### config.mk
export PLATFORM = sky130hd
export DESIGN_NAME = weight_bank_flat
export DESIGN_NICKNAME = d
export VERILOG_FILES = /design/src/logic/weight_pkg.sv /design/src/logic/weight_wr_if.sv /design/src/logic/weight_bank.sv /design/src/flat_wrapper.sv
export SDC_FILE = /design/constraint.sdc
export NUM_CORES = 1
export LEC_CHECK = 0
export BUFFER_PORTS_ARGS = -buffer_cell sky130_fd_sc_hd__buf_2
export CELL_PAD_IN_SITES_DETAIL_PLACEMENT = 2
export CELL_PAD_IN_SITES_GLOBAL_PLACEMENT = 2
export CORE_MARGIN = 2
export CORE_UTILIZATION = 44
export CTS_CLUSTER_DIAMETER = 200
export DETAILED_ROUTE_END_ITERATION = 8
export GPL_TIMING_DRIVEN = 0
export PLACE_DENSITY_LB_ADDON = 0.1
export SYNTH_ARGS = -nofsm -noshare
export SYNTH_HDL_FRONTEND = slang
export SYNTH_SLANG_ARGS = --single-unit
### constraint.sdc
create_clock -name clk -period 2.05 [get_ports clk]
set_input_delay 0.205 -clock clk [delete_from_list [all_inputs] [get_ports clk]]
set_output_delay 0.205 -clock clk [all_outputs]
set_load 0.01 [all_outputs]
### src/logic/weight_pkg.sv
/*
 * weight buffer package
 * tile sizes, bank geometry, widths and FIFO depth shared by the
 * weight FIFO, the loader and the 4 x 4 bank grid
 */

`default_nettype none

package weight_pkg;

    localparam int data_w      = 16;                       // one weight word
    localparam int kernel_dim  = 3;                        // K
    localparam int kernel_size = kernel_dim * kernel_dim;  // 9 words per kernel
    localparam int tile_out_ch = 8;
    localparam int tile_in_ch  = 8;

    // bank grid: row by output channel, column by input channel
    localparam int bank_rows = 4;
    localparam int bank_cols = 4;
    localparam int num_banks = bank_rows * bank_cols;

    localparam int block_size = kernel_size * tile_in_ch;  // words per output channel
    localparam int tile_words = block_size * tile_out_ch;  // 576
    localparam int bank_depth = tile_words / num_banks;    // 36
    localparam int bank_aw    = $clog2(bank_depth);        // 6

    localparam int fifo_depth = 16;
    localparam int fifo_aw    = $clog2(fifo_depth);        // 4

    // must hold the value tile_words itself
    localparam int tile_cw = $clog2(tile_words + 1);       // 10

endpackage

`default_nettype wire

### src/logic/weight_wr_if.sv
/*
 * weight write bus
 * broadcast from the loader to all banks, one-hot bank select
 */

`default_nettype none

interface weight_wr_if;

    logic [weight_pkg::data_w-1:0]    wr_data;
    logic                             wr_valid;
    logic [weight_pkg::num_banks-1:0] wr_bank;     // one-hot target bank
    logic                             tile_clean;  // restarts write pointers

    modport loader (output wr_data, output wr_valid, output wr_bank, output tile_clean);
    modport bank (input wr_data, input wr_valid, input wr_bank, input tile_clean);

endinterface

`default_nettype wire

### src/logic/weight_bank.sv
/*
 * weight bank
 * one bank_depth word RAM filled in arrival order by its own write
 * pointer, with one registered read port
 */

`default_nettype none

module weight_bank (
    input  logic                           clk,
    input  logic                           rst,
    weight_wr_if.bank                      wr,
    input  logic                           bank_sel,  // this bank's bit of wr_bank
    input  logic [weight_pkg::bank_aw-1:0] rd_addr,
    output logic [weight_pkg::data_w-1:0]  rd_data
);

    logic [weight_pkg::data_w-1:0]  mem [weight_pkg::bank_depth];
    logic [weight_pkg::bank_aw-1:0] wr_ptr;
    logic                           wr_en;

    assign wr_en = wr.wr_valid && bank_sel;

    always_ff @(posedge clk or posedge rst) begin
        if (rst)
            wr_ptr <= '0;
        else if (wr.tile_clean)
            wr_ptr <= '0;            // contents stay, only the pointer restarts
        else if (wr_en)
            wr_ptr <= wr_ptr + 1'b1;
    end

    always_ff @(posedge clk) begin
        if (wr_en)
            mem[wr_ptr] <= wr.wr_data;
    end

    // read port runs independently of writes
    always_ff @(posedge clk) begin
        rd_data <= mem[rd_addr];
    end

    assert property (@(posedge clk) disable iff (rst) wr_en |-> wr_ptr < weight_pkg::bank_depth)
        else $error("weight bank overflow, more than bank_depth words in a tile");

endmodule

`default_nettype wire

### src/flat_wrapper.sv
// flat-port wrapper written by rule: the top's interface ports become plain ports
module weight_bank_flat 
  (clk, rst, bank_sel, rd_addr, rd_data, wr_wr_data, wr_wr_valid, wr_wr_bank, wr_tile_clean);
  weight_wr_if wr_i ();
  input  logic clk;
  input  logic rst;
  input  logic bank_sel;
  input  logic [weight_pkg::bank_aw-1:0] rd_addr;
  output logic [weight_pkg::data_w-1:0] rd_data;
  input wire logic [$bits(wr_i.wr_data)-1:0] wr_wr_data;
  input wire logic [$bits(wr_i.wr_valid)-1:0] wr_wr_valid;
  input wire logic [$bits(wr_i.wr_bank)-1:0] wr_wr_bank;
  input wire logic [$bits(wr_i.tile_clean)-1:0] wr_tile_clean;
  assign wr_i.wr_data = wr_wr_data;
  assign wr_i.wr_valid = wr_wr_valid;
  assign wr_i.wr_bank = wr_wr_bank;
  assign wr_i.tile_clean = wr_tile_clean;
  weight_bank u_core (.clk(clk), .rst(rst), .wr(wr_i), .bank_sel(bank_sel), .rd_addr(rd_addr), .rd_data(rd_data));
endmodule
After elaboration in Yosys (flattened, before gate mapping)
Memories as Yosys holds them, arrays and structs flattened. A register that Yosys moved wholly into a read port is not among the register bits.
Index checks and enable logic that the tools add are counted.
Storage, ports and cells
  latch bits: 0
  flip-flop bits (word level): 6
  word-level logic and storage cells: 9
  bits of input ports: 43
  RAM bits: 576
  memory bits (read-only): 0
  output and inout bits: 16
  memories: 1
Memory list
  u_core.mem: words 36, bits a word 16, read ports 1, clocked after Yosys merged registers in 1, wr ports 1, RTL line weight_bank.sv:18  | logic [weight_pkg::data_w-1:0] mem [weight_pkg::bank_depth];
Cells by class
  $lt $le $gt $ge: 0
  reduce and logical (&&, ||, !) cells: 2
  $add $sub $neg: 1
  shift-type cells: 0
  mux-type cells: 4
  bitwise logic cells: 0
  eq/ne operators: 0
  multipliers: 0
  div/mod/pow operators: 0
Operators by type and width (number)
  two-way mux 6 bit: 2
  adder 6 x 1 -> 6 bit, second input constant: 1
  two-way mux 1 bit: 2
  nonzero test 2 bit: 1
  logical AND 1 bit: 1

Longest topological paths before layout
  word-level depth: 3
  gate-level depth with buffers: 8
  gate-level depth less buffers: 5

Least setup slack after synthesis
No wires, ideal clock.
  path kind: reg-to-reg
  start: register u_core.wr_ptr[3] in the netlist's numbering
  end: memory u_core.mem[11][0] in the netlist's numbering, enable pin
  arrival time: 1881 ps
  cell stages (with the launch flop): 5
  period minus slack after synthesis: 2269 ps
  path slack: -219 ps
  path buffers: 2
  data required time: 1662 ps
  library setup time: 388 ps
  path through: dfrtp_1 -> clkbuf_1 -> or3b_2 -> clkbuf_1 -> nor2_1
RTL lines
  start, declared: RTL line weight_bank.sv:19  | logic [weight_pkg::bank_aw-1:0] wr_ptr;
  start signal, assigned: RTL line weight_bank.sv:30  | wr_ptr <= wr_ptr + 1'b1;
  end, declared: RTL line weight_bank.sv:18
No word-level cell before the write port.

==> impl_metrics.toml <==
[critical_path]
crit_path_start_kind = "flop"
critical_path_depth = 5
cpLargestDelayFamily = "compound AO/OA/AOI/OAI gates"
cp_slowest_cell = "o41ai_2"
cp-end-kind = "flop"
worst-setup-path-type = "flop to flop"
reg2reg_depth = 5
reg2reg_from = "u_core.mem[28][6]$_DFFE_PP_"
rr_endpoint = "u_core.rd_data[6]$_DFF_P_"
endpoint = "u_core.rd_data[6]$_DFF_P_"
crit_required_ps = 2500
crit_arrival_ps = 2490
worstSetupStartpoint = "u_core.mem[28][6]$_DFFE_PP_"
critical_path.cell_chain = "mux2i_1, a22o_1, a221oi_2, o22ai_1, o41ai_2"
cp_num_buf_inv = 0
cpPeakStageDelay_ps = 570
r2r_slack_ps = 9
critical_path.max_fanout = 1

[place]
placed_cell_area_mm2 = 0.02475
dp_hpwl_um = 42880
gp_congestion = 0.8162
place_ws_ps = -1014
io_buffers = 41

[sta]
fmax_mhz = 489.9
timing_hold_violations_final = 0
fin_crit_ps = 2041
rsz0062_at_grt = "true"
tightest_slew_ps = 971.1
tns_ps = 0
finalClockSkew_ps = 25.84
setup_violations = 0
slew_violations = 0
finalWorstSetupSlack_ps = 8.796
fin_crit_sh = 0.9957
fin_hold_ws_ps = 39.61
relSlewSlack = 0.3526

[synth]
ys_warn_count = 0
syn-cell-area_mm2 = 0.02323
synth_seq_cells = 598
synth_nets = 1279
yosysSeqAreaShare = 0.7647
synth.distinct_cells = 34
synth.avg_cell_area_um2 = 18.81
syn_inst = 1235

[die]
die_w_um = 233.8
rows = 84
die_y_um = 233.8
dieArea_mm2 = 0.05466
core-area_mm2 = 0.05234
ioPinCount = 59
start_util = 0.4439

[grt]
grt_max_degree = 37
grt_pass1_vias = 13800
grt_use_total = 0.2633
overflow = 0
antenna_found_initial = 3
grt_pass1_wl_um = 101000

[layout]
final_layout_size_suffix_gt1_frac = 0.2410
nets = 1445
fill_cells = 4546
syn_to_final_growth_pct = 19.45
diodes = 0
postLayoutCellArea_mm2 = 0.02775

[route]
dr.pass1.iters = 5
drtIter0Drc = 1158
vias = 12540
wirelength_um = 70150
ant_nets = 0
drcViolationCount = 0
routed_via_density = 5.860
wl_per_cell_um = 32.78

[cts]
cts-buffers-inserted = 67
cts_tree = "built"
clkTransAtPathRegs_ps = 60
cts_buffer_depth = 3
htreeDepth = 3
clk_latency_ps = 610
cts-root-buf = "clkbuf_16"
clock_sinks = 598

[run_status]
status = "finished, final reports clean"

[power_and_ir_drop]
p_per_area_mw_per_mm2 = 987.3
report.power.total_w = 0.02740
ir_worst_vdd_mv = 1.087
leakagePower_nw = 9.619

[hold_path]
min-delay-start = "wr_wr_valid"
hp-class = "input port to flop"

[job]
maxCapViolCount = 0
metrics by stage:
| stage | util | cells |
|---|---|---|
| after CTS | 0.5274 | 2134 |
| after global placement | 0.4645 | 1964 |
| after detailed placement | 0.4728 | 1988 |
| final | 0.5302 | 2140 |
| after floorplan | - | 1235 |
| after global routing | 0.5302 | 2140 |
registers in the layout, indices dropped and copies added, names as in the netlist:
register / flops
u_core.wr_ptr: 6
u_core.mem: 576
u_core.rd_data: 16
per-layer routing:
layer,wire [um],up-vias,track usage
met5,7,-,0
met4,1940,2,0.08782
met3,3794,104,0.04329
met2,33290,357,0.4204
met1,31120,6713,0.3701
li1,-,5364,-
worst min-delay path by stage:
stage                                        end  cells past startpoint
floorplan           u_core.wr_ptr[0]$_DFFE_PP0P_                      1
global placement    u_core.wr_ptr[2]$_DFFE_PP0P_                      2
detailed placement  u_core.wr_ptr[1]$_DFFE_PP0P_                      2
CTS                 u_core.wr_ptr[0]$_DFFE_PP0P_                      4
global route          u_core.rd_data[15]$_DFF_P_                      2
finish              u_core.wr_ptr[2]$_DFFE_PP0P_                      4
placed cells by master, fill, tap and decap left out, types with 3 or more instances in the layout:
| master | synthesis | final |
|---|---|---|
| dfrtp_1 | 6 | 5 |
| buf_12 | 0 | 15 |
| nand3_1 | 5 | 3 |
| nand2_2 | 0 | 3 |
| buf_1 | 6 | 3 |
| dlygate4sd3_1 | 0 | 5 |
| nand3b_1 | 3 | 3 |
| xor2_1 | 4 | 4 |
| buf_6 | 10 | 10 |
| buf_8 | 2 | 26 |
| o22ai_1 | 16 | 16 |
| clkinv_1 | 0 | 11 |
| mux4_2 | 16 | 16 |
| nor2_2 | 1 | 14 |
| clkbuf_2 | 0 | 8 |
| nor2_4 | 0 | 23 |
| nor2_1 | 43 | 7 |
| o41ai_4 | 0 | 6 |
| o41ai_2 | 16 | 10 |
| a22oi_1 | 64 | 63 |
| a221oi_2 | 13 | 21 |
| a21oi_1 | 34 | 31 |
| buf_2 | 19 | 61 |
| dfxtp_1 | 16 | 16 |
| edfxtp_1 | 576 | 576 |
| buf_4 | 12 | 28 |
| mux2i_1 | 256 | 256 |
| clkinv_2 | 0 | 12 |
| a221oi_1 | 19 | 11 |
| a21oi_2 | 0 | 3 |
| clkbuf_1 | 25 | 28 |
| bufinv_16 | 0 | 9 |
| nor2b_1 | 3 | 3 |
| nand2_1 | 26 | 23 |
| clkbuf_16 | 0 | 71 |
| a22o_1 | 32 | 32 |
synth_stat cells:
master    instances  share of area
a21oi_1          34         0.0073
a221oi_1         19         0.0072
a221oi_2         13         0.0084
a22o_1           32          0.012
a22oi_1          64          0.021
and2_4            1        0.00038
and3_1            1        0.00027
buf_1             6        0.00097
buf_2            19         0.0041
buf_4            12         0.0039
buf_6            10         0.0048
buf_8             2         0.0013
clkbuf_1         25         0.0040
dfrtp_1           6         0.0065
dfxtp_1          16          0.014
edfxtp_1        576           0.74
ha_1              1        0.00054
inv_1             2        0.00032
mux2i_1         256           0.11
mux4_2           16          0.016
nand2_1          26         0.0042
nand2b_1          2        0.00054
nand3_1           5         0.0011
nand3b_1          3        0.00097
nor2_1           43         0.0069
nor2_2            1        0.00027
nor2b_1           3        0.00081
o21ai_0           1        0.00022
o22ai_1          16         0.0043
o41ai_2          16          0.011
or2_2             2        0.00054
or3_1             1        0.00027
or3b_2            1        0.00038
xor2_1            4         0.0015
worst reg2reg max path: stages, from the launching register on:
cell,delay [ps]
edfxtp_1,330
mux2i_1,70
a22o_1,290
a221oi_2,380
o22ai_1,260
o41ai_2,570
cells by family after synthesis:
family,share of synthesized area
flip-flops,0.7647
multiplexers,0.1258
AO/OA/AOI/OAI,0.07136
AND/OR/NAND/NOR,0.01664
buffers and inverters,0.01944
XOR/XNOR,0.001508
adder cells (fa/ha/maj),0.0005384
area by class of cell:
class | instances | area [um2] | area share
Buffer | 70 | 444.2 | 0.01601
Clock buffer | 87 | 1857 | 0.06691
Clock inverter | 33 | 380.4 | 0.01371
Inverter | 2 | 11.26 | 0.0004058
Multi-Input combinational cell | 561 | 5394 | 0.1944
Sequential cell | 598 | 17770 | 0.6403
Tap cell | 688 | 860.8 | 0.03102
Timing Repair Buffer | 101 | 1036 | 0.03733
report_power, final:
part           internal, W  switching (W)  leakage (nW)
Sequential          0.0135      0.0000223          5.40
Combinational     0.000468        0.00102          3.12
Clock              0.00751        0.00493          1.10
Total               0.0214        0.00597          9.62
what timing repair did:
item,4_1_cts,5_1_grt
gates resized for setup,46,19
setup buffers,23,8
hold buffers,5,0
pin swaps,14,5
setup endpoints to repair,418,371
hold endpoints to repair,12,0
Power figures use the tool's default switching activity.
