--- src/logic/weight_pkg.sv ---
/*
 * weight buffer package
 * tile sizes, bank geometry, widths and FIFO depth shared by the
 * weight FIFO, the loader and the 4 x 4 bank grid
 */

`default_nettype none

package weight_pkg;

    localparam int data_w      = 16;                       // one weight word
    localparam int kernel_dim  = 3;                        // K
    localparam int kernel_size = kernel_dim * kernel_dim;  // 9 words per kernel
    localparam int tile_out_ch = 8;
    localparam int tile_in_ch  = 8;

    // bank grid: row by output channel, column by input channel
    localparam int bank_rows = 4;
    localparam int bank_cols = 4;
    localparam int num_banks = bank_rows * bank_cols;

    localparam int block_size = kernel_size * tile_in_ch;  // words per output channel
    localparam int tile_words = block_size * tile_out_ch;  // 576
    localparam int bank_depth = tile_words / num_banks;    // 36
    localparam int bank_aw    = $clog2(bank_depth);        // 6

    localparam int fifo_depth = 16;
    localparam int fifo_aw    = $clog2(fifo_depth);        // 4

    // must hold the value tile_words itself
    localparam int tile_cw = $clog2(tile_words + 1);       // 10

endpackage

`default_nettype wire

--- src/logic/weight_fifo.sv ---
/*
 * weight FIFO
 * circular buffer of incoming weight words with registered read data,
 * a push while full is dropped
 */

`default_nettype none

module weight_fifo (
    input  logic                          clk,
    input  logic                          rst,
    input  logic                          push,
    input  logic [weight_pkg::data_w-1:0] push_data,
    input  logic                          pop,
    output logic [weight_pkg::data_w-1:0] pop_data,
    output logic                          full,
    output logic                          empty
);

    logic [weight_pkg::data_w-1:0]  mem [weight_pkg::fifo_depth];
    logic [weight_pkg::fifo_aw-1:0] wr_ptr;
    logic [weight_pkg::fifo_aw-1:0] rd_ptr;
    logic [weight_pkg::fifo_aw:0]   count;   // one bit wider than the pointers
    logic                           push_ok;
    logic                           pop_ok;

    assign full    = (count == weight_pkg::fifo_depth);
    assign empty   = (count == 0);
    assign push_ok = push && !full;
    assign pop_ok  = pop && !empty;

    always_ff @(posedge clk or posedge rst) begin
        if (rst) begin
            wr_ptr <= '0;
            rd_ptr <= '0;
            count  <= '0;
        end else begin
            if (push_ok)
                wr_ptr <= wr_ptr + 1'b1;  // wraps at fifo_depth
            if (pop_ok)
                rd_ptr <= rd_ptr + 1'b1;
            case ({push_ok, pop_ok})
                2'b10:   count <= count + 1'b1;
                2'b01:   count <= count - 1'b1;
                default: count <= count;
            endcase
        end
    end

    // storage and read register
    always_ff @(posedge clk) begin
        if (push_ok)
            mem[wr_ptr] <= push_data;
        if (pop_ok)
            pop_data <= mem[rd_ptr];  // valid the cycle after the pop
    end

    assert property (@(posedge clk) disable iff (rst) pop |-> !empty)
        else $error("weight fifo popped while empty");

    assert property (@(posedge clk) disable iff (rst) push |-> !full)
        else $error("weight fifo pushed while full, word dropped");

endmodule

`default_nettype wire

--- config.mk ---
export PLATFORM = sky130hd
export DESIGN_NAME = weight_fifo
export DESIGN_NICKNAME = d
export VERILOG_FILES = /design/src/logic/weight_pkg.sv /design/src/logic/weight_fifo.sv
export SDC_FILE = /design/constraint.sdc
export NUM_CORES = 1
export LEC_CHECK = 0
export ABC_AREA = 1
export ABC_CLOCK_PERIOD_IN_PS = 3180
export BUFFER_PORTS_ARGS = -buffer_cell sky130_fd_sc_hd__buf_2
export CORE_MARGIN = 2
export CORE_UTILIZATION = 35
export DETAILED_ROUTE_END_ITERATION = 10
export GPL_ROUTABILITY_DRIVEN = 0
export GPL_TIMING_DRIVEN = 0
export PLACE_DENSITY = 0.47
export SLEW_MARGIN = 20
export SYNTH_ARGS = -nofsm -noshare
export SYNTH_HDL_FRONTEND = slang
export SYNTH_SLANG_ARGS = --single-unit
--- constraint.sdc ---
create_clock -name clk -period 3.18 [get_ports clk]
set_input_delay 0 -clock clk [delete_from_list [all_inputs] [get_ports clk]]
set_output_delay 0 -clock clk [all_outputs]
set_load 0.01 [all_outputs]
## After elaboration in Yosys (flattened, before gate mapping)

Memories as Yosys holds them, arrays and structs flattened. A register that Yosys moved wholly into a read port is not among the register bits.
Index checks and enable logic that the tools add are counted.

| operators by class | value |
|---|---|
| add/sub/neg operators | 4 |
| eq/ne operators | 3 |
| multiplexer cells | 3 |
| reduce and logical (&&, ||, !) cells | 6 |

Operator list:

| kind | number |
|---|---|
| 5-bit case mux with 2 select lines | 1 |
| 4-bit by 1-bit adder with 4-bit output (second input constant) | 2 |
| 5-bit by 1-bit adder with 5-bit output (second input constant) | 1 |
| 5-bit == test (second input constant) | 1 |
| 5-bit zero test | 1 |
| 5-bit by 1-bit subtractor with 5-bit output (second input constant) | 1 |
| 2-bit by 1-bit == test with 1-bit output (second input constant) | 1 |
| 2-bit == test (second input constant) | 1 |
| 1-bit logical AND | 2 |
| 1-bit zero test | 2 |
| 1-bit two-way mux | 2 |
| 2-bit nonzero test | 1 |

| word-level totals | value |
|---|---|
| flip-flop bits (word level) | 13 |
| memory bits (writable) | 256 |
| input bits | 20 |
| output and inout port bits | 18 |
| word-level logic and storage cells | 20 |
| memories | 1 |

Memories:

| memory | words | bits a word | rd ports | clocked after memory_dff | wr ports | RTL line | RTL |
|---|---|---|---|---|---|---|---|
| mem | 16 | 16 | 1 | 1 | 1 | weight_fifo.sv:20 | `logic [weight_pkg::data_w-1:0] mem [weight_pkg::fifo_depth];` |

## Longest topological paths before layout

Gate-level depths: netlist of run 1.

| depth | value |
|---|---|
| depth in word-level cells | 5 |
| gate-level depth with buffers | 15 |
| mapped depth without buffers | 15 |

## Least setup slack after synthesis of run 1

OpenSTA, ideal clock, no wires.

| path | value |
|---|---|
| kind | register to register |
| start | reg count[1] in the netlist's numbering |
| end | reg count[4] in the netlist's numbering |
| setup time | 0.117 ns |
| arrival time | 2.194 ns |
| required time | 3.063 ns |
| slack | 0.870 ns |
| stages on the path, launching flop included | 16 |
| period minus slack after synthesis | 2.310 ns |
| cells stage by stage | dfrtp_1 -> inv_1 -> nand4_1 -> nand2_1 -> inv_1 -> ha_1 -> inv_1 -> fa_1 -> inv_1 -> nand2_1 -> nand2_1 -> nand2_1 -> nand2_1 -> nand2_1 -> nand2_1 -> nand2_1 |

| on the way | value |
|---|---|
| cells in the longest elaborated chain, start to end | 5 |
| elaborated cells on any way between the ends | 12 |
| those cells by class | 2 x add/sub; 3 x eq/ne; 1 x mux; 6 x reduce/logical |

Ends and longest elaborated chain:

| what | RTL line | RTL |
|---|---|---|
| start, declared | weight_fifo.sv:23 | `logic [weight_pkg::fifo_aw:0] count;` |
| start signal, assigned | weight_fifo.sv:43 | `2'b10: count <= count + 1'b1;` |
| start signal, assigned | weight_fifo.sv:44 | `2'b01: count <= count - 1'b1;` |
| start signal, assigned | weight_fifo.sv:45 | `default: count <= count;` |
| 5-bit zero test * | weight_fifo.sv:28 | `assign empty = (count == 0);` |
| 1-bit zero test * | weight_fifo.sv:30 | `assign pop_ok = pop && !empty;` |
| 1-bit logical AND * | weight_fifo.sv:30 |  |
| net pop_ok | weight_fifo.sv:25 | `logic pop_ok;` |
| 2-bit by 1-bit == test with 1-bit output / 2-bit == test (equally long branches) | weight_fifo.sv:42 | `case ({push_ok, pop_ok})` |
| 5-bit case mux with 2 select lines / 2-bit nonzero test (equally long branches) | -- |  |

Mark *: on every way through the listed nets, which the timed path passes. The rest lies on a longest branch.
A chain may end at the register's enable or synchronous reset.

## Worst setup path in the final report of run 1

| path | value |
|---|---|
| start | reg count[0] in the netlist's numbering |
| end | reg count[4] in the netlist's numbering |

The elaborated chain is that of the path after synthesis.

==> summary.md, run 1 <==
| Metric | Value |
|---|---|
| Crit Path Class | reg2reg |
| Global-route wire length before repair | 49000 um |
| Detailed Place HPWL | 22100 um |
| Share of layout cells above drive strength 1 | 12.4% |
| Async SR Flop Fraction | 4.56% |
| Rel. slew slack | 41.7% |
| Wire length per cell | 19.2 um |
| Maximum VDD drop | 0.336 mV |
| CTS root buf | clkbuf_16 |
| Clk_skew | 0.0152 ns |
| Reg2reg path depth | 11 |
| Mapped Nets | 1169 |
| Tmin final | 2.45 ns |
| Power density over the cells | 895 nW/um2 |
| Post-synth top cells | nand2_1 (441), edfxtp_1 (272), inv_1 (117), nor2_1 (117), nand3_1 (101) |
| Later-pin clock latency in the skew report | 0.52 ns |
| Crit start category | flip-flop |
| Avg Synthesized Cell Area | 10.6 um2 |
| Netlist cell types | 23 |
| DRT iter0 DRCs | 536 |
| Num CTS Buffers | 34 |
| Drt drc | 0 |
| All-Layer GR Usage | 18.9% |
| Routed Antenna Nets | 0 |
| Worst Tran Pin Value | 0.873 ns |
| Core Region | 34300 um2 |
| Post-synth EDFFs | 272 |
| CTS tree | yes |
| Crit-path slowest cell | dfrtp_1 |
| Port buffer count | 37 |
| Pre-antenna DRT Iters | 5 |
| Worst setup startpoint | count[0] |
| Worst Hold Depth | 1 |
| Syn Std Cell Area | 12100 um2 |
| MaxCap Viol Count | 0 |
| Crit path capture | count[4] |
| Synth Instances | 1139 |
| DIE AREA | 36000 um2 |
| Post-synthesis sequential area ratio | 70.3% |
| Placed insts | 1643 |
| Final setup viols | 0 |
| CTS H-tree depth | 2 |
| Die Span Y | 190 um |
| Synth Flop Type | edfxtp_1 |
| Hold Crit Class | in2reg |
| # diodes | 0 |
| CP endpoint kind | flip-flop |
| Arr. time, crit path | 2.85 ns |
| Largest net degree at the start of global routing | 20 |
| Final hold violation count | 0 |
| Cell mode on critical path | nand2_1 |
| Boundary pin count | 38 |
| Clock Tree Buf Depth | 3 |
| Max-slew violation count | 0 |
| Fin nets | 1272 |
| Setup TNS Final | 0 ns |
| Syn-to-layout area delta | 17.5% |
| RSZ-0062 raised after global routing | no |
| Initial antenna violation count | 1 |
| Levels on crit path | 11 |
| Synth Warn # | 0 |
| Clk sinks | 285 |
| FMAX | 0.408 GHz |
| Vias in the first global route | 7617 |
| Gr ovfl total | 0 |
| Crit-path cells | nor2_1 > nand4_1 > nand2_1 > clkinvlp_4 > ha_1 > ha_1 > or2_2 > nand3_1 > nand2_1 > nand2_1 > nand2_1 |
| Family with the most delay on the worst path | simple AND/OR/NAND/NOR gates |
| CP bufs+invs | 1 |
| Vias per cell | 4.59 |
| Critical path's largest stage delay | 0.42 ns |
| Clock Pin Slew Worst Setup and Hold Paths | 0.06 ns |
| Area leader, netlist | edfxtp_1 |
| Fin cells | 1721 |
| Most common cell in the synthesized netlist | nand2_1 |
| Leak | 5.89 nW |
| Synth Register Bits | 285 |
| Worst R2R End | count[4] |
| Vias | 7906 |
| Status | finished clean |
| Reg-to-reg critical path startpoint | count[0] |
| CP max FO | 6 |
| Synth top area share | 67.6% |
| Period utilization | 77.0% |
| Register-to-Register Setup Slack | 0.73 ns |
| Die width | 190 um |
| Final wirelength | 33000 um |
| Required @ worst endpoint | 3.59 ns |
| Row count | 68 |
| Area contributors post-synth | edfxtp_1 (68%), nand2_1 (14%), nand3_1 (4.2%), inv_1 (3.6%), nor2_1 (3.6%) |
| Initial Util | 35.2% |
## logic make-up after synthesis
logic type               after synthesis  share of synthesized area [%]
buffers and inverters                168                           6.01
flip-flops                           285                           70.3
AND/OR/NAND/NOR                      665                           21.9
XOR/XNOR                               7                          0.508
AO/OA/AOI/OAI                          4                          0.166
adder cells (fa/ha/maj)               10                           1.10
## repair_timing
action | CTS | global route
endpoints found under the hold margin | 224 | 0
hold buffers | 17 | 0
setup endpoints to repair | 0 | 2
resized for setup | 0 | 1
buffers inserted | 0 | 1
## metrics by stage
stage / utilization (%) / hold WS (ns) / cell area, um2 / setup slack, ns / power (mW)
after floorplan: - / -0.123 / 12100 / 0.870 / 7.58
after global placement: 37.4 / 0.0874 / 12800 / 0.0170 / 9.26
after detailed placement: 38.0 / 0.0909 / 13000 / 0.0455 / 9.34
after CTS: 41.3 / 0.00347 / 14200 / 0.0290 / 12.9
after global routing: 41.4 / 0.0180 / 14200 / 0.456 / 13.5
final: 41.4 / 0.0144 / 14200 / 0.731 / 12.7
## power breakdown
part	total (mW)	internal, mW	switching (mW)
clock	3.50	2.01	1.49
combinational	4.36	1.25	3.11
sequential	4.84	4.69	0.147
## cell type report
cell class	count	area, um2
Fill cell	3313	20100
Sequential cell	285	8490
Multi-Input combinational cell	686	2900
Clock buffer	43	906
Tap cell	455	569
Timing Repair Buffer	67	513
Inverter	120	457
Buffer	48	273
Clock inverter	17	78.8
## state kept, by name, summed over array words and instances (netlist names)
name / flops
pop_data: 16
mem: 256
wr_ptr: 4
rd_ptr: 4
count: 5
## placed cells by master (no fill, tap or decap), types with 4 or more instances in the layout
| cell | netlist | routed |
|---|---|---|
| nor2_1 | 117 | 101 |
| ha_1 | 9 | 9 |
| nor2_2 | 0 | 16 |
| clkinv_1 | 0 | 8 |
| nand3_1 | 101 | 101 |
| clkinv_2 | 0 | 8 |
| buf_6 | 2 | 10 |
| buf_2 | 26 | 63 |
| inv_1 | 117 | 116 |
| edfxtp_1 | 272 | 272 |
| buf_8 | 0 | 4 |
| dlygate4sd3_1 | 0 | 17 |
| dfrtp_1 | 13 | 13 |
| clkbuf_16 | 0 | 35 |
| nand2_1 | 441 | 441 |
| xor2_1 | 4 | 4 |
| buf_4 | 12 | 13 |
| clkbuf_1 | 5 | 13 |
## worst min-delay path by stage
stage,end,slack (ns),startpoint
6_report,mem[3][6],0.01,push_data[6]
5_1_grt,mem[15][6],0.02,push_data[6]
4_1_cts,mem[0][6],0.003,push_data[6]
3_5_place_dp,count[4],0.09,rst
3_3_place_gp,count[0],0.09,rst
2_1_floorplan,count[0],-0.12,rst
## routing by layer
metal  track usage [%]  share of wire [%]  vias to the layer above
li1                  -                  -                     3897
met1              25.8                 46                     3783
met2              31.0                 47                      178
met3              2.99                4.3                       48
met4              6.11                2.7                        0
met5                 0                  0                        -
Note: power is estimated with default switching activity, not from simulation.
==> run 2: changes to the inputs <==
--- a/config.mk
+++ b/config.mk
@@ -6,7 +6,7 @@
 export NUM_CORES = 1
 export LEC_CHECK = 0
 export ABC_AREA = 1
-export ABC_CLOCK_PERIOD_IN_PS = 3180
+export ABC_CLOCK_PERIOD_IN_PS = 2400
 export BUFFER_PORTS_ARGS = -buffer_cell sky130_fd_sc_hd__buf_2
 export CORE_MARGIN = 2
 export CORE_UTILIZATION = 35
==> constraint.sdc (replaced) <==
create_clock -name clk -period 2.4 [get_ports clk]
set_input_delay 0 -clock clk [delete_from_list [all_inputs] [get_ports clk]]
set_output_delay 0 -clock clk [all_outputs]
set_load 0.01 [all_outputs]
==> summary.md, run 2 (same netlist as run 1, synthesis figures left out) <==
| Metric | Value |
|---|---|
| Status | finished clean (unchanged) |
| CTS tree | yes (unchanged) |
| Family with the most delay on the worst path | simple AND/OR/NAND/NOR gates (unchanged) |
| Row count | 68 (unchanged) |
| CP endpoint kind | flip-flop (unchanged) |
| Pre-antenna DRT Iters | 5 (unchanged) |
| Tmin final | 2.30 ns (was 2.45 ns) |
| Post-route cell area | 14200 um2 (about the same) |
| Setup TNS Final | 0 ns (unchanged) |
| Worst Tran Pin Value | 0.597 ns (was 0.873 ns) |
| Leak | 5.90 nW (was 5.89 nW) |
| DRT iter0 DRCs | 577 (was 536) |
| Initial antenna violation count | 1 (unchanged) |
| Clock Pin Slew Worst Setup and Hold Paths | 0.06 ns (about the same) |
| FMAX | 0.434 GHz (was 0.408 GHz) |
| Boundary pin count | 38 (unchanged) |
| Cell mode on critical path | nand2_1 (unchanged) |
| All-Layer GR Usage | 18.9% (about the same) |
| MaxCap Viol Count | 0 (unchanged) |
| Core Region | 34300 um2 (unchanged) |
| Hold Crit Class | in2reg (unchanged) |
| Largest register by flop count | mem (unchanged) |
| Biggest regs | mem: 256 flops, pop_data: 16 flops, count: 5 flops (unchanged) |
| Arr. time, crit path | 2.71 ns (was 2.85 ns) |
| Port buffer count | 37 (unchanged) |
| CP max FO | 6 (unchanged) |
| Crit start category | flip-flop (unchanged) |
| Vias | 7842 (was 7906) |
| Drt drc | 0 (unchanged) |
| CP bufs+invs | 1 (unchanged) |
| Crit Path Class | reg2reg (unchanged) |
| Clock Tree Buf Depth | 3 (unchanged) |
| Crit-path slowest cell | dfrtp_1 (unchanged) |
| Gr ovfl total | 0 (unchanged) |
| Most frequent cells in the layout | nand2_1 (440), edfxtp_1 (272), inv_1 (116), nor2_1 (101), nand3_1 (101) (was nand2_1 (441), edfxtp_1 (272), inv_1 (116), nor2_1 (101), nand3_1 (101)) |
| Share of layout cells above drive strength 1 | 12.5% (was 12.4%) |
| Max-slew violation count | 0 (unchanged) |
| Clk sinks | 285 (unchanged) |
| Area post-placement | 13000 um2 (unchanged) |
| Max reg flops | 256 (unchanged) |
| Required @ worst endpoint | 2.81 ns (was 3.59 ns) |
| Fin nets | 1272 (unchanged) |
| Worst hold margin | 0.0106 ns (was 0.0144 ns) |
| Die Span Y | 190 um (unchanged) |
| Clk_skew | 0.0184 ns (was 0.0152 ns) |
| Routed Antenna Nets | 0 (unchanged) |
| CTS root buf | clkbuf_16 (unchanged) |
| Num CTS Buffers | 34 (unchanged) |
| Vias per cell | 4.56 (was 4.59) |
| Layout fillers | 3314 (was 3313) |
| RSZ-0062 raised after global routing | yes (was no) |
| DIE AREA | 36000 um2 (unchanged) |
| Later-pin clock latency in the skew report | 0.52 ns (about the same) |
| Wire length per cell | 19.2 um (about the same) |
| Detailed Place HPWL | 22100 um (unchanged) |
| Maximum VDD drop | 0.448 mV (was 0.336 mV) |
| Critical path's largest stage delay | 0.42 ns (about the same) |
| Rel. slew slack | 60.2% (was 41.7%) |
| Largest net degree at the start of global routing | 19 (was 20) |
| Syn-to-layout area delta | 17.8% (was 17.5%) |
| # diodes | 0 (unchanged) |
| Vias in the first global route | 7619 (was 7617) |
| Combined area of the multi-input logic cells | 2930 um2 (was 2900 um2) |
| CTS H-tree depth | 2 (unchanged) |
| Sequential Area | 8490 um2 (unchanged) |
| Final wirelength | 33000 um (about the same) |
| Final setup viols | 0 (unchanged) |
| Die width | 190 um (unchanged) |
| Most common cell after layout, fill and taps aside | nand2_1 (unchanged) |
| Initial Util | 35.2% (unchanged) |
| Power density over the cells | 1190 nW/um2 (was 895 nW/um2) |
| Crit-path cells | nor2_1 > nand4_1 > nand2_4 > clkinvlp_4 > ha_1 > ha_1 > or2_2 > nand3_1 > nand2_1 > nand2_1 > nand2_1 (was nor2_1 > nand4_1 > nand2_1 > clkinvlp_4 > ha_1 > ha_1 > or2_2 > nand3_1 > nand2_1 > nand2_1 > nand2_1) |
| Period utilization | 96.0% (was 77.0%) |
| Final hold violation count | 0 (unchanged) |
| Global-route wire length before repair | 49000 um (about the same) |
run 2: routing by layer:
metal / vias up / track usage [%] / wire length [um]
met3: 48 / 2.99 / 1710
met1: 3701 / 25.8 / 14900
met4: 0 / 6.11 / 901
li1: 3900 / - / -
met2: 193 / 31.0 / 15500
met5: - / 0 / 0
run 2: per-stage QoR:
stage / util [%] / std cells / setup WS, ns / total power, mW
global route: 41.5 / 1721 / -0.107 / 18.0
detailed placement: 38.0 / 1643 / -0.735 / 12.4
finish: 41.5 / 1721 / 0.0966 / 16.9
floorplan: - / 1139 / 0.0896 / 10.0
CTS: 41.4 / 1721 / 0.0790 / 17.1
global placement: 37.4 / 1631 / -0.763 / 12.3
run 2: worst paths after layout:
| path | startpoint | to | slack [ns] | cells after the start |
|---|---|---|---|---|
| worst max-delay path | count[0] | count[4] | 0.1 | 11 |
| worst max register to register | count[0] | count[4] | 0.1 | 11 |
| worst min register to register | count[4] | count[4] | 0.53 | 2 |
| worst min-delay path | push_data[6] | mem[2][6] | 0.01 | 1 |
| min in group asynchronous | rst | count[0] | 0.09 | 3 |
| max in group asynchronous | rst | rd_ptr[3] | 1.93 | 3 |
run 2: area by class of cell:
| class | count | share of cell area [%] |
|---|---|---|
| plain buffers | 48 | 1.92 |
| clock buffers | 43 | 6.37 |
| clock inverters | 17 | 0.554 |
| inverters | 120 | 3.21 |
| multi-input cells | 686 | 20.6 |
| flip-flops and latches | 285 | 59.7 |
| well taps | 455 | 4.00 |
| repair buffers | 67 | 3.61 |
run 2: power breakdown:
part	internal [mW]	switching [mW]	leakage (nW)
combinational	1.67	4.14	2.78
clock	2.66	1.98	0.489
sequential	6.22	0.194	2.63
total	10.5	6.31	5.90
run 2: timing repair:
item | 4_1_cts | 5_1_grt
buffers inserted | 1 | 0
gates resized for setup | 2 | 7
setup endpoints to repair | 5 | 74
hold endpoints to repair | 224 | 0
hold buffers | 17 | 0
run 2: worst reg2reg max path, stage by stage, from the launching register on:
cell and delay, ns:
dfrtp_1 0.42, nor2_1 0.16, nand4_1 0.19, nand2_4 0.19, clkinvlp_4 0.12, ha_1 0.26, ha_1 0.32, or2_2 0.29
nand3_1 0.08, nand2_1 0.06, nand2_1 0.06, nand2_1 0.05
