`src/logic/weight_pkg.sv`:
```
/*
 * weight buffer package
 * tile sizes, bank geometry, widths and FIFO depth shared by the
 * weight FIFO, the loader and the 4 x 4 bank grid
 */

`default_nettype none

package weight_pkg;

    localparam int data_w      = 16;                       // one weight word
    localparam int kernel_dim  = 3;                        // K
    localparam int kernel_size = kernel_dim * kernel_dim;  // 9 words per kernel
    localparam int tile_out_ch = 8;
    localparam int tile_in_ch  = 8;

    // bank grid: row by output channel, column by input channel
    localparam int bank_rows = 4;
    localparam int bank_cols = 4;
    localparam int num_banks = bank_rows * bank_cols;

    localparam int block_size = kernel_size * tile_in_ch;  // words per output channel
    localparam int tile_words = block_size * tile_out_ch;  // 576
    localparam int bank_depth = tile_words / num_banks;    // 36
    localparam int bank_aw    = $clog2(bank_depth);        // 6

    localparam int fifo_depth = 16;
    localparam int fifo_aw    = $clog2(fifo_depth);        // 4

    // must hold the value tile_words itself
    localparam int tile_cw = $clog2(tile_words + 1);       // 10

endpackage

`default_nettype wire

```
`src/logic/weight_wr_if.sv`:
```
/*
 * weight write bus
 * broadcast from the loader to all banks, one-hot bank select
 */

`default_nettype none

interface weight_wr_if;

    logic [weight_pkg::data_w-1:0]    wr_data;
    logic                             wr_valid;
    logic [weight_pkg::num_banks-1:0] wr_bank;     // one-hot target bank
    logic                             tile_clean;  // restarts write pointers

    modport loader (output wr_data, output wr_valid, output wr_bank, output tile_clean);
    modport bank (input wr_data, input wr_valid, input wr_bank, input tile_clean);

endinterface

`default_nettype wire

```
`src/logic/tile_counter.sv`:
```
/*
 * kernel and block boundary counter
 * counts loader pops modulo block_size and flags the pop that
 * completes a kernel (9 words) or a block (72 words)
 */

`default_nettype none

module tile_counter (
    input  logic clk,
    input  logic rst,
    input  logic ena,
    input  logic clean,
    output logic kernel_wrap,
    output logic block_wrap
);

    logic [$clog2(weight_pkg::kernel_size)-1:0] kpos;  // position inside the kernel
    logic [$clog2(weight_pkg::block_size)-1:0]  bpos;  // position inside the block

    assign kernel_wrap = ena && (kpos == weight_pkg::kernel_size - 1);
    assign block_wrap  = ena && (bpos == weight_pkg::block_size - 1);

    always_ff @(posedge clk or posedge rst) begin
        if (rst) begin
            kpos <= '0;
            bpos <= '0;
        end else if (clean) begin
            kpos <= '0;
            bpos <= '0;
        end else if (ena) begin
            kpos <= kernel_wrap ? '0 : kpos + 1'b1;
            bpos <= block_wrap ? '0 : bpos + 1'b1;
        end
    end

endmodule

`default_nettype wire

```
`src/logic/weight_loader.sv`:
```
/*
 * weight loader
 * drains the weight FIFO during a tile load and steers each word to
 * its bank, row by output channel and column by input channel
 */

`default_nettype none

module weight_loader (
    input  logic                          clk,
    input  logic                          rst,
    input  logic                          load_start,
    input  logic                          tile_clean,
    input  logic                          fifo_empty,
    input  logic [weight_pkg::data_w-1:0] fifo_data,
    output logic                          fifo_pop,
    output logic                          load_done,
    weight_wr_if.loader                   wr
);

    logic                                      load_active;
    logic [weight_pkg::tile_cw-1:0]            word_cnt;    // pops so far in this tile
    logic                                      kernel_wrap;
    logic                                      block_wrap;
    logic [$clog2(weight_pkg::bank_cols)-1:0]  col_idx;     // input channel mod 4
    logic [$clog2(weight_pkg::bank_rows)-1:0]  row_idx;     // output channel mod 4
    logic [weight_pkg::num_banks-1:0]          sel_onehot;

    // a full tile stops popping, load_done follows one edge later
    assign fifo_pop = load_active && !fifo_empty
                      && (word_cnt != weight_pkg::tile_words);

    always_ff @(posedge clk or posedge rst) begin
        if (rst) begin
            load_active <= 1'b0;
            word_cnt    <= '0;
            load_done   <= 1'b0;
        end else if (tile_clean) begin
            load_active <= 1'b0;
            word_cnt    <= '0;
            load_done   <= 1'b0;
        end else begin
            if (load_start)
                load_active <= 1'b1;
            else if (load_done)
                load_active <= 1'b0;
            if (fifo_pop)
                word_cnt <= word_cnt + 1'b1;
            if (word_cnt == weight_pkg::tile_words)
                load_done <= 1'b1;  // same edge as the last write
        end
    end

    tile_counter u_tile_counter (
        .clk         (clk),
        .rst         (rst),
        .ena         (fifo_pop),
        .clean       (tile_clean),
        .kernel_wrap (kernel_wrap),
        .block_wrap  (block_wrap)
    );

    always_ff @(posedge clk or posedge rst) begin
        if (rst) begin
            col_idx <= '0;
            row_idx <= '0;
        end else if (tile_clean) begin
            col_idx <= '0;
            row_idx <= '0;
        end else begin
            if (kernel_wrap)
                col_idx <= (col_idx == weight_pkg::bank_cols - 1) ? '0 : col_idx + 1'b1;
            if (block_wrap)
                row_idx <= (row_idx == weight_pkg::bank_rows - 1) ? '0 : row_idx + 1'b1;
        end
    end

    // bank number is row * bank_cols + col
    always_comb begin
        sel_onehot = '0;
        sel_onehot[{row_idx, col_idx}] = 1'b1;
    end

    // select travels with the delayed pop so the write follows its word
    always_ff @(posedge clk or posedge rst) begin
        if (rst) begin
            wr.wr_valid <= 1'b0;
            wr.wr_bank  <= '0;
        end else if (tile_clean) begin
            wr.wr_valid <= 1'b0;
            wr.wr_bank  <= '0;
        end else begin
            wr.wr_valid <= fifo_pop;
            wr.wr_bank  <= fifo_pop ? sel_onehot : '0;
        end
    end

    assign wr.wr_data    = fifo_data;   // FIFO read register
    assign wr.tile_clean = tile_clean;

    assert property (@(posedge clk) disable iff (rst) load_done |-> !fifo_pop)
        else $error("weight fifo popped after load done");

endmodule

`default_nettype wire

```
`src/flat_wrapper.sv`:
```
// flat-port wrapper written by rule: the top's interface ports become plain ports
module weight_loader_flat 
  (clk, rst, load_start, tile_clean, fifo_empty, fifo_data, fifo_pop, load_done, wr_wr_data, wr_wr_valid, wr_wr_bank, wr_tile_clean);
  weight_wr_if wr_i ();
  input  logic clk;
  input  logic rst;
  input  logic load_start;
  input  logic tile_clean;
  input  logic fifo_empty;
  input  logic [weight_pkg::data_w-1:0] fifo_data;
  output logic fifo_pop;
  output logic load_done;
  output wire logic [$bits(wr_i.wr_data)-1:0] wr_wr_data;
  output wire logic [$bits(wr_i.wr_valid)-1:0] wr_wr_valid;
  output wire logic [$bits(wr_i.wr_bank)-1:0] wr_wr_bank;
  output wire logic [$bits(wr_i.tile_clean)-1:0] wr_tile_clean;
  assign wr_wr_data = wr_i.wr_data;
  assign wr_wr_valid = wr_i.wr_valid;
  assign wr_wr_bank = wr_i.wr_bank;
  assign wr_tile_clean = wr_i.tile_clean;
  weight_loader u_core (.clk(clk), .rst(rst), .load_start(load_start), .tile_clean(tile_clean), .fifo_empty(fifo_empty), .fifo_data(fifo_data), .fifo_pop(fifo_pop), .load_done(load_done), .wr(wr_i));
endmodule
```
`config.mk`:
```
export PLATFORM = sky130hd
export DESIGN_NAME = weight_loader_flat
export DESIGN_NICKNAME = d
export VERILOG_FILES = /design/src/logic/weight_pkg.sv /design/src/logic/weight_wr_if.sv /design/src/logic/tile_counter.sv /design/src/logic/weight_loader.sv /design/src/flat_wrapper.sv
export SDC_FILE = /design/constraint.sdc
export NUM_CORES = 1
export LEC_CHECK = 0
export BUFFER_PORTS_ARGS = -buffer_cell sky130_fd_sc_hd__buf_4
export CORE_MARGIN = 2
export CORE_UTILIZATION = 56
export CTS_CLUSTER_SIZE = 24
export DETAILED_ROUTE_END_ITERATION = 7
export GPL_TIMING_DRIVEN = 0
export PLACE_DENSITY = 0.8
export SYNTH_ARGS = -nofsm -noshare
export SYNTH_HDL_FRONTEND = slang
export SYNTH_SLANG_ARGS = --single-unit
export TNS_END_PERCENT = 1
```
`constraint.sdc`:
```
create_clock -name clk -period 4.2 [get_ports clk]
set_input_delay 0.84 -clock clk [delete_from_list [all_inputs] [get_ports clk]]
set_output_delay 0.84 -clock clk [all_outputs]
set_load 0.005 [all_outputs]
```
* Yosys cells after proc, flatten, opt, wreduce, memory -nomap -nowiden
Cells that the tools add are included.
Operators by class: $add $sub $neg 5, eq/ne operators 6, mux-type cells 24, magnitude comparators 2, reductions and logical operators 11
Operator list (count):
- 16-bit 2-to-1 mux | 2
- 7-bit 2-to-1 mux | 3
- 10-bit 2-to-1 mux | 2
- 2-bit 2-to-1 mux | 6
- 4-bit 2-to-1 mux | 3
- 10-bit by 1-bit adder with 10-bit output, second input constant | 1
- 10-bit equality test, second input constant | 1
- 10-bit != test, second input constant | 1
- 2-bit nonzero test | 4
- 7-bit by 1-bit adder with 7-bit output, second input constant | 1
- 7-bit equality test, second input constant | 1
- 1-bit 2-to-1 mux | 7
- 1-bit logical AND | 5
- 4-bit by 5-bit < comparator with 1-bit output, second input constant | 1
- 2-bit by 1-bit adder with 2-bit output, second input constant | 2
- 4-bit by 1-bit adder with 4-bit output, second input constant | 1
- 1-bit demux with 4-bit select | 1
- 2-bit equality test, second input constant | 2
- 4-bit equality test, second input constant | 1
- 4-bit by 1-bit greater-or-equal comparator with 1-bit output, second input constant | 1
- 3-bit nonzero test | 1
- 1-bit logical NOT | 1
Word-level totals: logic and storage cells 57, register bits 44, output and inout port bits 36, input bits 21

* Logic depth before layout (Yosys ltp)
Gate-level depths: netlist (run 1).
depth after elaboration 7, gate-level depth with buffers 8, gate-level depth less buffers 7

* Hierarchy
A second synthesis (run 1) with hierarchy kept.
Unflattened totals: cells, all modules 218, area, all modules 2311.0 um^2
By module, submodules not included:
- weight_loader | area each 1685.4 um^2, sequential area each 825.8 um^2, cells an instance 154, instances 1
- tile_counter | area each 625.6 um^2, sequential area each 275.3 um^2, cells an instance 64, instances 1

* Least setup slack after synthesis (run 1)
Ideal clock, no wire load.
kind in2out, start point input port fifo_empty, end point output port fifo_pop, arrival time 1513 ps, path slack 1847 ps, buffers on the path 1, stages 4, path through nand2b_1 -> a31o_4 -> inv_2 -> buf_2
On the way: cells in the longest elaborated chain, start to end 3
Ends and longest elaborated chain:
- start, declared | line flat_wrapper.sv:9 | input logic fifo_empty;
- 1-bit logical NOT | line weight_loader.sv:30 | assign fifo_pop = load_active && !fifo_empty
- 1-bit logical AND | line weight_loader.sv:30
- 1-bit logical AND | line weight_loader.sv:31 | && (word_cnt != weight_pkg::tile_words);
- end, declared | line flat_wrapper.sv:11 | output logic fifo_pop;
Every way passes these cells.

* Worst setup path after layout (run 1)
start point register u_core.word_cnt[0] in the netlist's numbering, end point output port fifo_pop
On the way: cells in the longest elaborated chain, start to end 2
Ends and longest elaborated chain:
- start, declared | line weight_loader.sv:22 | logic [weight_pkg::tile_cw-1:0] word_cnt;
- start signal, assigned | line weight_loader.sv:48 | word_cnt <= word_cnt + 1'b1;
- 10-bit != test | line weight_loader.sv:31
- 1-bit logical AND | line weight_loader.sv:31
Every way passes these cells.

==> flow_summary.toml, run 1 <==
[sta]
rsz0062_at_grt = "false"
final.setup_skew_ns = 0.00708
setup-violations-final = 0
post-route-period-util = 0.670
fmax_mhz = 356
finalSetupTns_ns = 0
drv_slew = 0
hold_viol = 0
slew_headroom = 0.425
worst_pin_slew_ns = 0.861
period_needed_ns = 2.81

[critical_path]
arrival_ns = 1.97
worstPathRequired_ns = 3.36
setup.worst_path.class = "reg2out"
startpoint_type = "register"
crit_fanout = 10
path_cells = "inv_1 -> ha_1 -> nor4b_2 -> a31o_4 -> inv_2 -> buf_2 -> buf_4"
worst_r2r_path_depth = 7
slowest_delay_ns = 0.43
end_kind = "output pin"
critPathSlowestCell = "dfrtp_1"

[logic_synthesis]
synth_top_area_share = 0.493
async_flop_share = 1.00
netlist_top_cells_count = "dfrtp_1 (44), buf_4 (18), and3_1 (17), nor2_1 (16)"
synth.net_count = 254
synth_cell_type_count = 37
synth-main-ff-cell = "dfrtp_1"
yosysWarnings = 0
synth.avg_cell_area_um2 = 10.2
synthTopCellsByArea = "dfrtp_1 (49%), ha_1 (7.3%), buf_4 (6.0%)"
syn_area_um2 = 2230
synthCells = 220
synth_most_common_cell = "dfrtp_1"
ys_ff_latch = 44
synth_seq_area_share = 0.493
synth_top_area_cell = "dfrtp_1"
synth_edf_count = 0

[layout]
fill_cells = 295
drive_gt1_frac = 0.262
n_antenna_cell = 0
seqCellArea_um2 = 1100
final_cells = 315
area_growth_pct = 20.6
multi_input_area_um2 = 926
nets = 300

[floorplanning]
initial_core_util = 0.597
die_x_um = 67.2
die_area_um2 = 4510
die_y_um = 67.2
fp.coreArea_um2 = 3740
num_rows = 22
io_pins = 57

[pwr]
p_switching_w = 0.000175
ir_worst_vdd_mv = 0.265
power_leakage_nw = 1.35
p_clk_frac = 0.388
intPower_w = 0.000636
p_sw_frac = 0.216
p_seq_frac = 0.531
pwr-share-comb = 0.081
powerDensity_nw_per_um2 = 301

[drt]
drt_pre_antenna_iters = 4
wire_per_inst_um = 12.9
drc_errors = 0
vias_per_cell = 5.40
ant_nets = 0
initialDrtViolationCount = 75
wirelength_um = 4070
vias = 1701

[clock_tree]
clk_path_buf_depth = 2
cts.repair.resized = 0
clk_latency_ns = 0.30
cts_hold_buf = 0
h-tree-depth = 2
clockRootBuffer = "clkbuf_8"
cts_tree = "built"
clock_sinks = 44
cts.clk_slew.worst_paths_ns = 0.08
cts_setup_buffers = 0
tritoncts.num_buffers = 5

[worst_hold_path]
hold_depth = 2
hold_class = "reg2reg"

[placed_design]
post-place-cells = 307
place_hpwl_um = 3010
io_buffers = 39
gp_congestion = 0.824

[global_route]
grt_pass1_vias = 1573
grt_max_degree = 45
antenna_found_initial = 0
overflow = 0
grt_pass1_wl_um = 6930
grt_usage = 0.205

[job]
cap_violations = 0

[status]
status = "complete, no violations"
sequential cells by signal (all words and copies together), names as in the netlist:
| signal | cells |
|---|---|
| u_core.wr.wr_bank | 16 |
| u_core.word_cnt | 10 |
| u_core.u_tile_counter.bpos | 7 |
| u_core.u_tile_counter.kpos | 4 |
| u_core.col_idx | 2 |
| u_core.row_idx | 2 |
| u_core.load_active | 1 |
| u_core.load_done | 1 |
| u_core.wr.wr_valid | 1 |
worst max-delay path, delay by kind of cell, from the launching register on:
| family | cells | cell delay [ns] |
|---|---|---|
| flops | 1 | 0.43 |
| fa+ha+maj | 1 | 0.13 |
| simple gates | 1 | 0.33 |
| compound gates | 1 | 0.26 |
| buf+inv | 4 | 0.51 |
cell type report:
| cell class | instances | area share |
|---|---|---|
| well taps | 48 | 0.0223 |
| multi-input cells | 139 | 0.344 |
| clock inverters | 2 | 0.0130 |
| flip-flops and latches | 44 | 0.409 |
| repair buffers | 39 | 0.109 |
| clock buffers | 6 | 0.0269 |
| inverters | 13 | 0.0181 |
| plain buffers | 24 | 0.0590 |
per-stage QoR:
step                      utilization  worst slack, ns  area [um^2]  hold slack, ns  power [W]
after global placement          0.691             1.44         2590           0.534   0.000504
after global routing            0.720             1.23         2700           0.594   0.000843
final                           0.720             1.39         2700           0.545   0.000811
after CTS                       0.720             1.38         2700           0.555   0.000820
after floorplan                     -             1.85         2230           0.514   0.000480
after detailed placement        0.691             1.44         2590           0.540   0.000506
final timing paths:
| path | startpoint | endpoint | slack (ns) |
|---|---|---|---|
| min reg2reg | u_core.load_done | u_core.load_done | 0.54 |
| max | u_core.word_cnt[0] | fifo_pop | 1.39 |
| min | u_core.load_done | u_core.load_done | 0.54 |
| min in group asynchronous | rst | u_core.col_idx[0] | 0.72 |
| max reg2reg | u_core.word_cnt[0] | u_core.wr.wr_bank[6] | 2.34 |
| max in group asynchronous | rst | u_core.load_active | 2.94 |
power by group through the flow:
stage	Clock (W)	Sequential, W	Combinational (W)
3_3_place_gp	0	0.000439	0.0000654
6_report	0.000315	0.000431	0.0000656
2_1_floorplan	0	0.000438	0.0000415
4_1_cts	0.000322	0.000431	0.0000668
5_1_grt	0.000337	0.000431	0.0000744
3_5_place_dp	0	0.000439	0.0000668
per-layer routing:
layer	vias up	global-route usage	wire length (um)
met3	7	0.0450	257
met2	57	0.361	2090
met5	-	0	0
li1	834	-	-
met4	0	0.0689	61
met1	803	0.247	1660
cell families (layout without fill, tap and decap cells):
group	after synthesis	after routing	share of synthesized area
AND/OR/NAND/NOR	84	84	0.211
flip-flops	44	44	0.493
buffers and inverters	37	84	0.0929
AO/OA/AOI/OAI	32	32	0.0890
adder cells (fa/ha/maj)	13	13	0.0728
XOR/XNOR	6	6	0.0235
multiplexers	4	4	0.0179
cell usage in the layout, fill, tap and decap left out, types with 3 or more instances in the layout:
cell type,instances
buf_4,57
dfrtp_1,44
and3_1,17
nor2_1,16
a21oi_1,13
ha_1,13
nand2_1,11
inv_1,11
o21ai_0,9
nand3_1,7
clkbuf_1,6
nor2b_1,5
clkbuf_8,5
mux2i_1,4
or3_1,4
nand2b_1,3
nand3b_1,3
nor3_1,3
xnor2_1,3
xor2_1,3
nand4_1,3
(Power assumes the default switching activity.)
==> run 2: changes to the inputs <==
--- a/config.mk
+++ b/config.mk
@@ -7,11 +7,11 @@
 export LEC_CHECK = 0
 export BUFFER_PORTS_ARGS = -buffer_cell sky130_fd_sc_hd__buf_4
 export CORE_MARGIN = 2
-export CORE_UTILIZATION = 56
+export CORE_UTILIZATION = 53
 export CTS_CLUSTER_SIZE = 24
 export DETAILED_ROUTE_END_ITERATION = 7
 export GPL_TIMING_DRIVEN = 0
-export PLACE_DENSITY = 0.8
+export PLACE_DENSITY = 0.76
 export SYNTH_ARGS = -nofsm -noshare
 export SYNTH_HDL_FRONTEND = slang
 export SYNTH_SLANG_ARGS = --single-unit
==> constraint.sdc (replaced) <==
create_clock -name clk -period 2.7 [get_ports clk]
set_input_delay 0.54 -clock clk [delete_from_list [all_inputs] [get_ports clk]]
set_output_delay 0.54 -clock clk [all_outputs]
set_load 0.005 [all_outputs]
==> run 2 against run 1 <==
Against the previous run:
- via count fell by 1.0%
- sequential share of layout area rose by 0.42 points
- flip-flop and latch count did not move
- wire length fell by 0.64%
- sequential power rose by 55%
- final area fell by 1.0%
- worst setup slack got worse by 1.2 ns
- clock skew fell by 0.0020 ns
- first-iteration DRC count rose by 2.7%
- die area rose by 5.3%
==> flow_summary.toml, run 2 (same netlist as run 1, synthesis figures left out) <==
[status]
status = "complete, no violations"

[critical_path]
crit_fanout = 10
r2r_end = "u_core.row_idx[1]"
path_depth = 7
startpoint_type = "register"
setup.worst_path.class = "reg2out"
crit_end = "fifo_pop"
critical_path_buf_inv_count = 4
reg2reg_slack_ns = 0.87
critPathTopFamily = "buffers and inverters"
critPathSlowestCell = "dfrtp_1"
path_cells = "inv_1 -> ha_1 -> nor4b_2 -> a31o_4 -> inv_2 -> buf_2 -> buf_4"
end_kind = "output pin"
arrival_ns = 1.94
worstSetupStartpoint = "u_core.word_cnt[0]"
worst_r2r_path_depth = 8
worstPathRequired_ns = 2.16
rr_startpoint = "u_core.word_cnt[0]"
slowest_delay_ns = 0.42

[sta]
period_needed_ns = 2.48
worst_hold_slack_ns = 0.427
finalSetupTns_ns = 0
drv_slew = 0
hold_viol = 0
worst_pin_slew_ns = 0.880
setup-violations-final = 0
final.setup_skew_ns = 0.00504
fmax_mhz = 402
rsz0062_at_grt = "false"
post-route-period-util = 0.920
slew_headroom = 0.413
timing.final.ws_setup_ns = 0.215

[clock_tree]
clock_sinks = 44
cts.clk_slew.worst_paths_ns = 0.08
cts_hold_buf = 0
clockRootBuffer = "clkbuf_8"
cts_tree = "built"
cts.repair.resized = 0
h-tree-depth = 2
clk_latency_ns = 0.29
tritoncts.num_buffers = 5
clk_path_buf_depth = 2
cts_setup_buffers = 0

[drt]
drc_errors = 0
wire_per_inst_um = 12.8
vias_per_cell = 5.33
initialDrtViolationCount = 77
wirelength_um = 4050
vias = 1684
ant_nets = 0
drt_pre_antenna_iters = 4

[layout]
drive_gt1_frac = 0.259
nets = 300
mostFrequentLayoutCells = "buf_4 (57), dfrtp_1 (44), and3_1 (17)"
area_growth_pct = 19.4
final_common_cell = "buf_4"
top_register = "u_core.wr.wr_bank"
final_cells = 316
reg_top3 = "u_core.wr.wr_bank: 16 flops, u_core.word_cnt: 10 flops, u_core.u_tile_counter.bpos: 7 flops"
n_antenna_cell = 0
largest_register_ffs = 16

[pwr]
p_total_w = 0.00115
power_leakage_nw = 1.33
ir_worst_vdd_mv = 0.254
powerDensity_nw_per_um2 = 432

[global_route]
grt_pass1_wl_um = 6780
overflow = 0
antenna_found_initial = 0
grt_pass1_vias = 1551
grt_max_degree = 45
grt_usage = 0.193

[floorplanning]
io_pins = 57
die_y_um = 68.9
die_area_um2 = 4750
initial_core_util = 0.555
die_x_um = 68.9
num_rows = 23
fp.coreArea_um2 = 4030

[placed_design]
io_buffers = 39
gp_congestion = 0.791
place_ws_ns = 0.513
post-place-cells = 309
place_hpwl_um = 3010

[job]
cap_violations = 0

[worst_hold_path]
hold_class = "in2async"
run 2: worst min path at each step:
stage,startpoint,end,slack [ns]
floorplan,u_core.word_cnt[9],u_core.word_cnt[9],0.51
global placement,u_core.load_active,u_core.load_active,0.54
detailed placement,u_core.word_cnt[9],u_core.word_cnt[9],0.54
CTS,load_start,u_core.load_active,0.46
global route,load_start,u_core.load_active,0.49
finish,rst,u_core.col_idx[1],0.43
run 2: routing by layer:
layer	vias to the layer above	GRT usage	part of all wire
met5	-	0	0
met4	0	0.0539	0.011
met2	47	0.353	0.51
met1	795	0.223	0.42
li1	836	-	-
met3	6	0.0455	0.055
run 2: power breakdown:
part / switching, W / total [W] / internal (W) / leakage [nW]
Clock: 0.000203 / 0.000378 / 0.000176 / 0.0410
Sequential: 0.00000564 / 0.000670 / 0.000664 / 0.611
Combinational: 0.0000521 / 0.000103 / 0.0000510 / 0.682
Total: 0.000260 / 0.00115 / 0.000891 / 1.33
run 2: layout make-up:
cell class              instances  area, um^2
plain buffers                  24         159
clock buffers                   6        72.6
clock inverters                 1        5.00
fillers                       340        1360
inverters                      13        48.8
multi-input cells             139         926
flip-flops and latches         44        1100
well taps                      50        62.6
repair buffers                 39         293
run 2: per-stage QoR:
stage,utilization,instance area (um^2)
after floorplan,-,2230
after global placement,0.643,2590
after detailed placement,0.643,2590
after CTS,0.662,2670
after global routing,0.662,2670
final,0.662,2670
==> run 3: changes to the inputs <==
--- a/config.mk
+++ b/config.mk
@@ -11,8 +11,9 @@
 export CTS_CLUSTER_SIZE = 24
 export DETAILED_ROUTE_END_ITERATION = 7
 export GPL_TIMING_DRIVEN = 0
-export PLACE_DENSITY = 0.76
+export PLACE_DENSITY = 0.75
 export SYNTH_ARGS = -nofsm -noshare
 export SYNTH_HDL_FRONTEND = slang
+export SYNTH_HIERARCHICAL = 1
 export SYNTH_SLANG_ARGS = --single-unit
 export TNS_END_PERCENT = 1
==> run 3 against run 2 <==
Against the previous run:
- clock power up 83%
- synthesized cell count decreased by 0.91%
- register-to-register slack lost 0.58 ns
- utilization grew 0.95 points
- critical path depth grew 1
- combinational power rose by 6%
- non-clock buffer count did not move
- die area up 3.2%
- critical path type is now reg2reg
- largest power group is now the clock network
==> flow_summary.toml, run 3 <==
[logic_synthesis]
synthTopCellsByArea = "dfrtp_1 (48%), ha_1 (7.0%), buf_4 (5.5%)"
yosysWarnings = 6
synth.avg_cell_area_um2 = 10.6
synth_seq_area_share = 0.476
synth_most_common_cell = "dfrtp_1"
syn_area_um2 = 2310
synth-main-ff-cell = "dfrtp_1"
synth_top_area_cell = "dfrtp_1"
ys_ff_latch = 44
synth_edf_count = 0
async_flop_share = 1.00
synth_top_area_share = 0.476
synthCells = 218
synth.net_count = 252
netlist_top_cells_count = "dfrtp_1 (44), nor2_1 (20), and3_1 (17), buf_4 (17), inv_1 (14)"
synth_cell_type_count = 44

[drt]
drt_pre_antenna_iters = 6
vias = 1700
initialDrtViolationCount = 103
vias_per_cell = 5.33
wire_per_inst_um = 13.8
wirelength_um = 4410
ant_nets = 0
drc_errors = 0

[sta]
setup-violations-final = 0
rsz0062_at_grt = "false"
slew_headroom = 0.672
drv_slew = 0
period_needed_ns = 2.41
worst_pin_slew_ns = 0.491
hold_viol = 0
finalSetupTns_ns = 0
post-route-period-util = 0.892
final.setup_skew_ns = 0.00556
fmax_mhz = 415

[floorplanning]
initial_core_util = 0.542
die_x_um = 70.0
die_y_um = 70.0
fp.coreArea_um2 = 4260
die_area_um2 = 4900
num_rows = 24
io_pins = 57

[global_route]
grt_pass1_vias = 1632
grt_max_degree = 34
overflow = 0
grt_usage = 0.192
grt_pass1_wl_um = 7420
antenna_found_initial = 0

[critical_path]
end_kind = "register"
arrival_ns = 2.58
worst_r2r_path_depth = 8
setup.worst_path.class = "reg2reg"
startpoint_type = "register"
crit_fanout = 10
worstPathRequired_ns = 2.87

[clock_tree]
cts_setup_buffers = 0
clk_path_buf_depth = 2
clk_latency_ns = 0.30
cts.clk_slew.worst_paths_ns = 0.08
clock_sinks = 44
tritoncts.num_buffers = 5
h-tree-depth = 2
clockRootBuffer = "clkbuf_8"
cts_tree = "built"
cts_hold_buf = 0
cts.repair.resized = 0

[pwr]
p_switching_w = 0.000288
p_seq_frac = 0.456
p_sw_frac = 0.196
p_total_w = 0.00147
power_leakage_nw = 1.41
ir_worst_vdd_mv = 0.271
powerDensity_nw_per_um2 = 514
p_clk_frac = 0.470
pwr-share-comb = 0.074
intPower_w = 0.00118

[placed_design]
gp_congestion = 0.823
io_buffers = 40
place_area_um2 = 2680
place_hpwl_um = 3200
post-place-cells = 310

[worst_hold_path]
hold_class = "in2async"

[layout]
top_register = "u_core/wr.wr_bank"
reg_top3 = "u_core/wr.wr_bank: 16 flops, u_core/word_cnt: 10 flops, u_core/u_tile_counter/bpos: 7 flops"
mostFrequentLayoutCells = "buf_4 (57), dfrtp_1 (44), nor2_1 (20)"
drive_gt1_frac = 0.300
fill_cells = 372
nets = 300
n_antenna_cell = 0
largest_register_ffs = 16
final_cells = 319
final_cell_area_um2 = 2860
area_growth_pct = 23.9
final_common_cell = "buf_4"

[job]
cap_violations = 0

[status]
status = "complete, no violations"
-- run 3: cell types whose count changed in the layout (fill, tap and decap cells not counted), sizes merged, moves of 4 or more --
cell    delta
nand3      -5
mux2       +4
clkbuf     -4
nor2       +4
-- run 3: area by class of cell --
cell class,instances,area (um^2),area share
sequential,44,1100,0.384
multi-input combinational,138,1000,0.350
timing repair buffer,41,320,0.112
buffer,22,163,0.0568
clock inverter,3,90.1,0.0315
clock buffer,5,68.8,0.0240
tap,52,65.1,0.0227
inverter,14,52.6,0.0183
-- run 3: worst max-delay path, cell delays in order, from the launching register on --
cell      delay, ns
dfrtp_1        0.45
inv_1          0.09
ha_1           0.20
and4bb_4       0.23
a31oi_4        0.35
buf_2          0.28
nor3b_1        0.39
mux2i_1        0.23
nor2_1         0.06
-- run 3: layer usage --
layer	vias to the layer above	GRT usage	share of wire
li1	836	-	-
met4	0	0.0534	0.012
met3	7	0.0462	0.047
met5	-	0	0
met2	47	0.349	0.52
met1	810	0.224	0.43
-- run 3: through the flow --
step | utilization | hold WS [ns] | setup WS [ns]
after global routing | 0.672 | 0.178 | 0.106
after global placement | 0.628 | 0.528 | 0.0680
after CTS | 0.665 | 0.264 | 0.0398
after floorplan | - | 0.392 | 0.443
after detailed placement | 0.628 | 0.541 | 0.0194
final | 0.672 | 0.170 | 0.291
-- run 3: cells by family (layout without fill, tap and decap cells) --
family,after synthesis,in the layout,share of synthesized area
simple gates,81,81,0.200
xor+xnor,3,3,0.0114
buf+inv,36,85,0.0931
fa+ha+maj,13,13,0.0704
mux,11,11,0.0498
flops,44,44,0.476
compound gates,30,30,0.0991
-- run 3: power by group through the flow --
stage	combinational (W)	clock [W]	sequential, W
after global routing	0.000121	0.000730	0.000673
after detailed placement	0.000106	0	0.000684
final	0.000109	0.000691	0.000671
after CTS	0.000107	0.000699	0.000671
after floorplan	0.0000638	0	0.000682
after global placement	0.000104	0	0.000684
-- run 3: final timing paths --
path	from	to	slack, ns
max	u_core/word_cnt[0]	u_core/col_idx[1]	0.29
max reg2reg	u_core/word_cnt[0]	u_core/col_idx[1]	0.29
min reg2reg	u_core/load_done	u_core/load_done	0.55
min in group clk	load_start	u_core/load_active	0.47
max in group asynchronous	rst	u_core/word_cnt[2]	2.13
min	rst	u_core/col_idx[1]	0.17
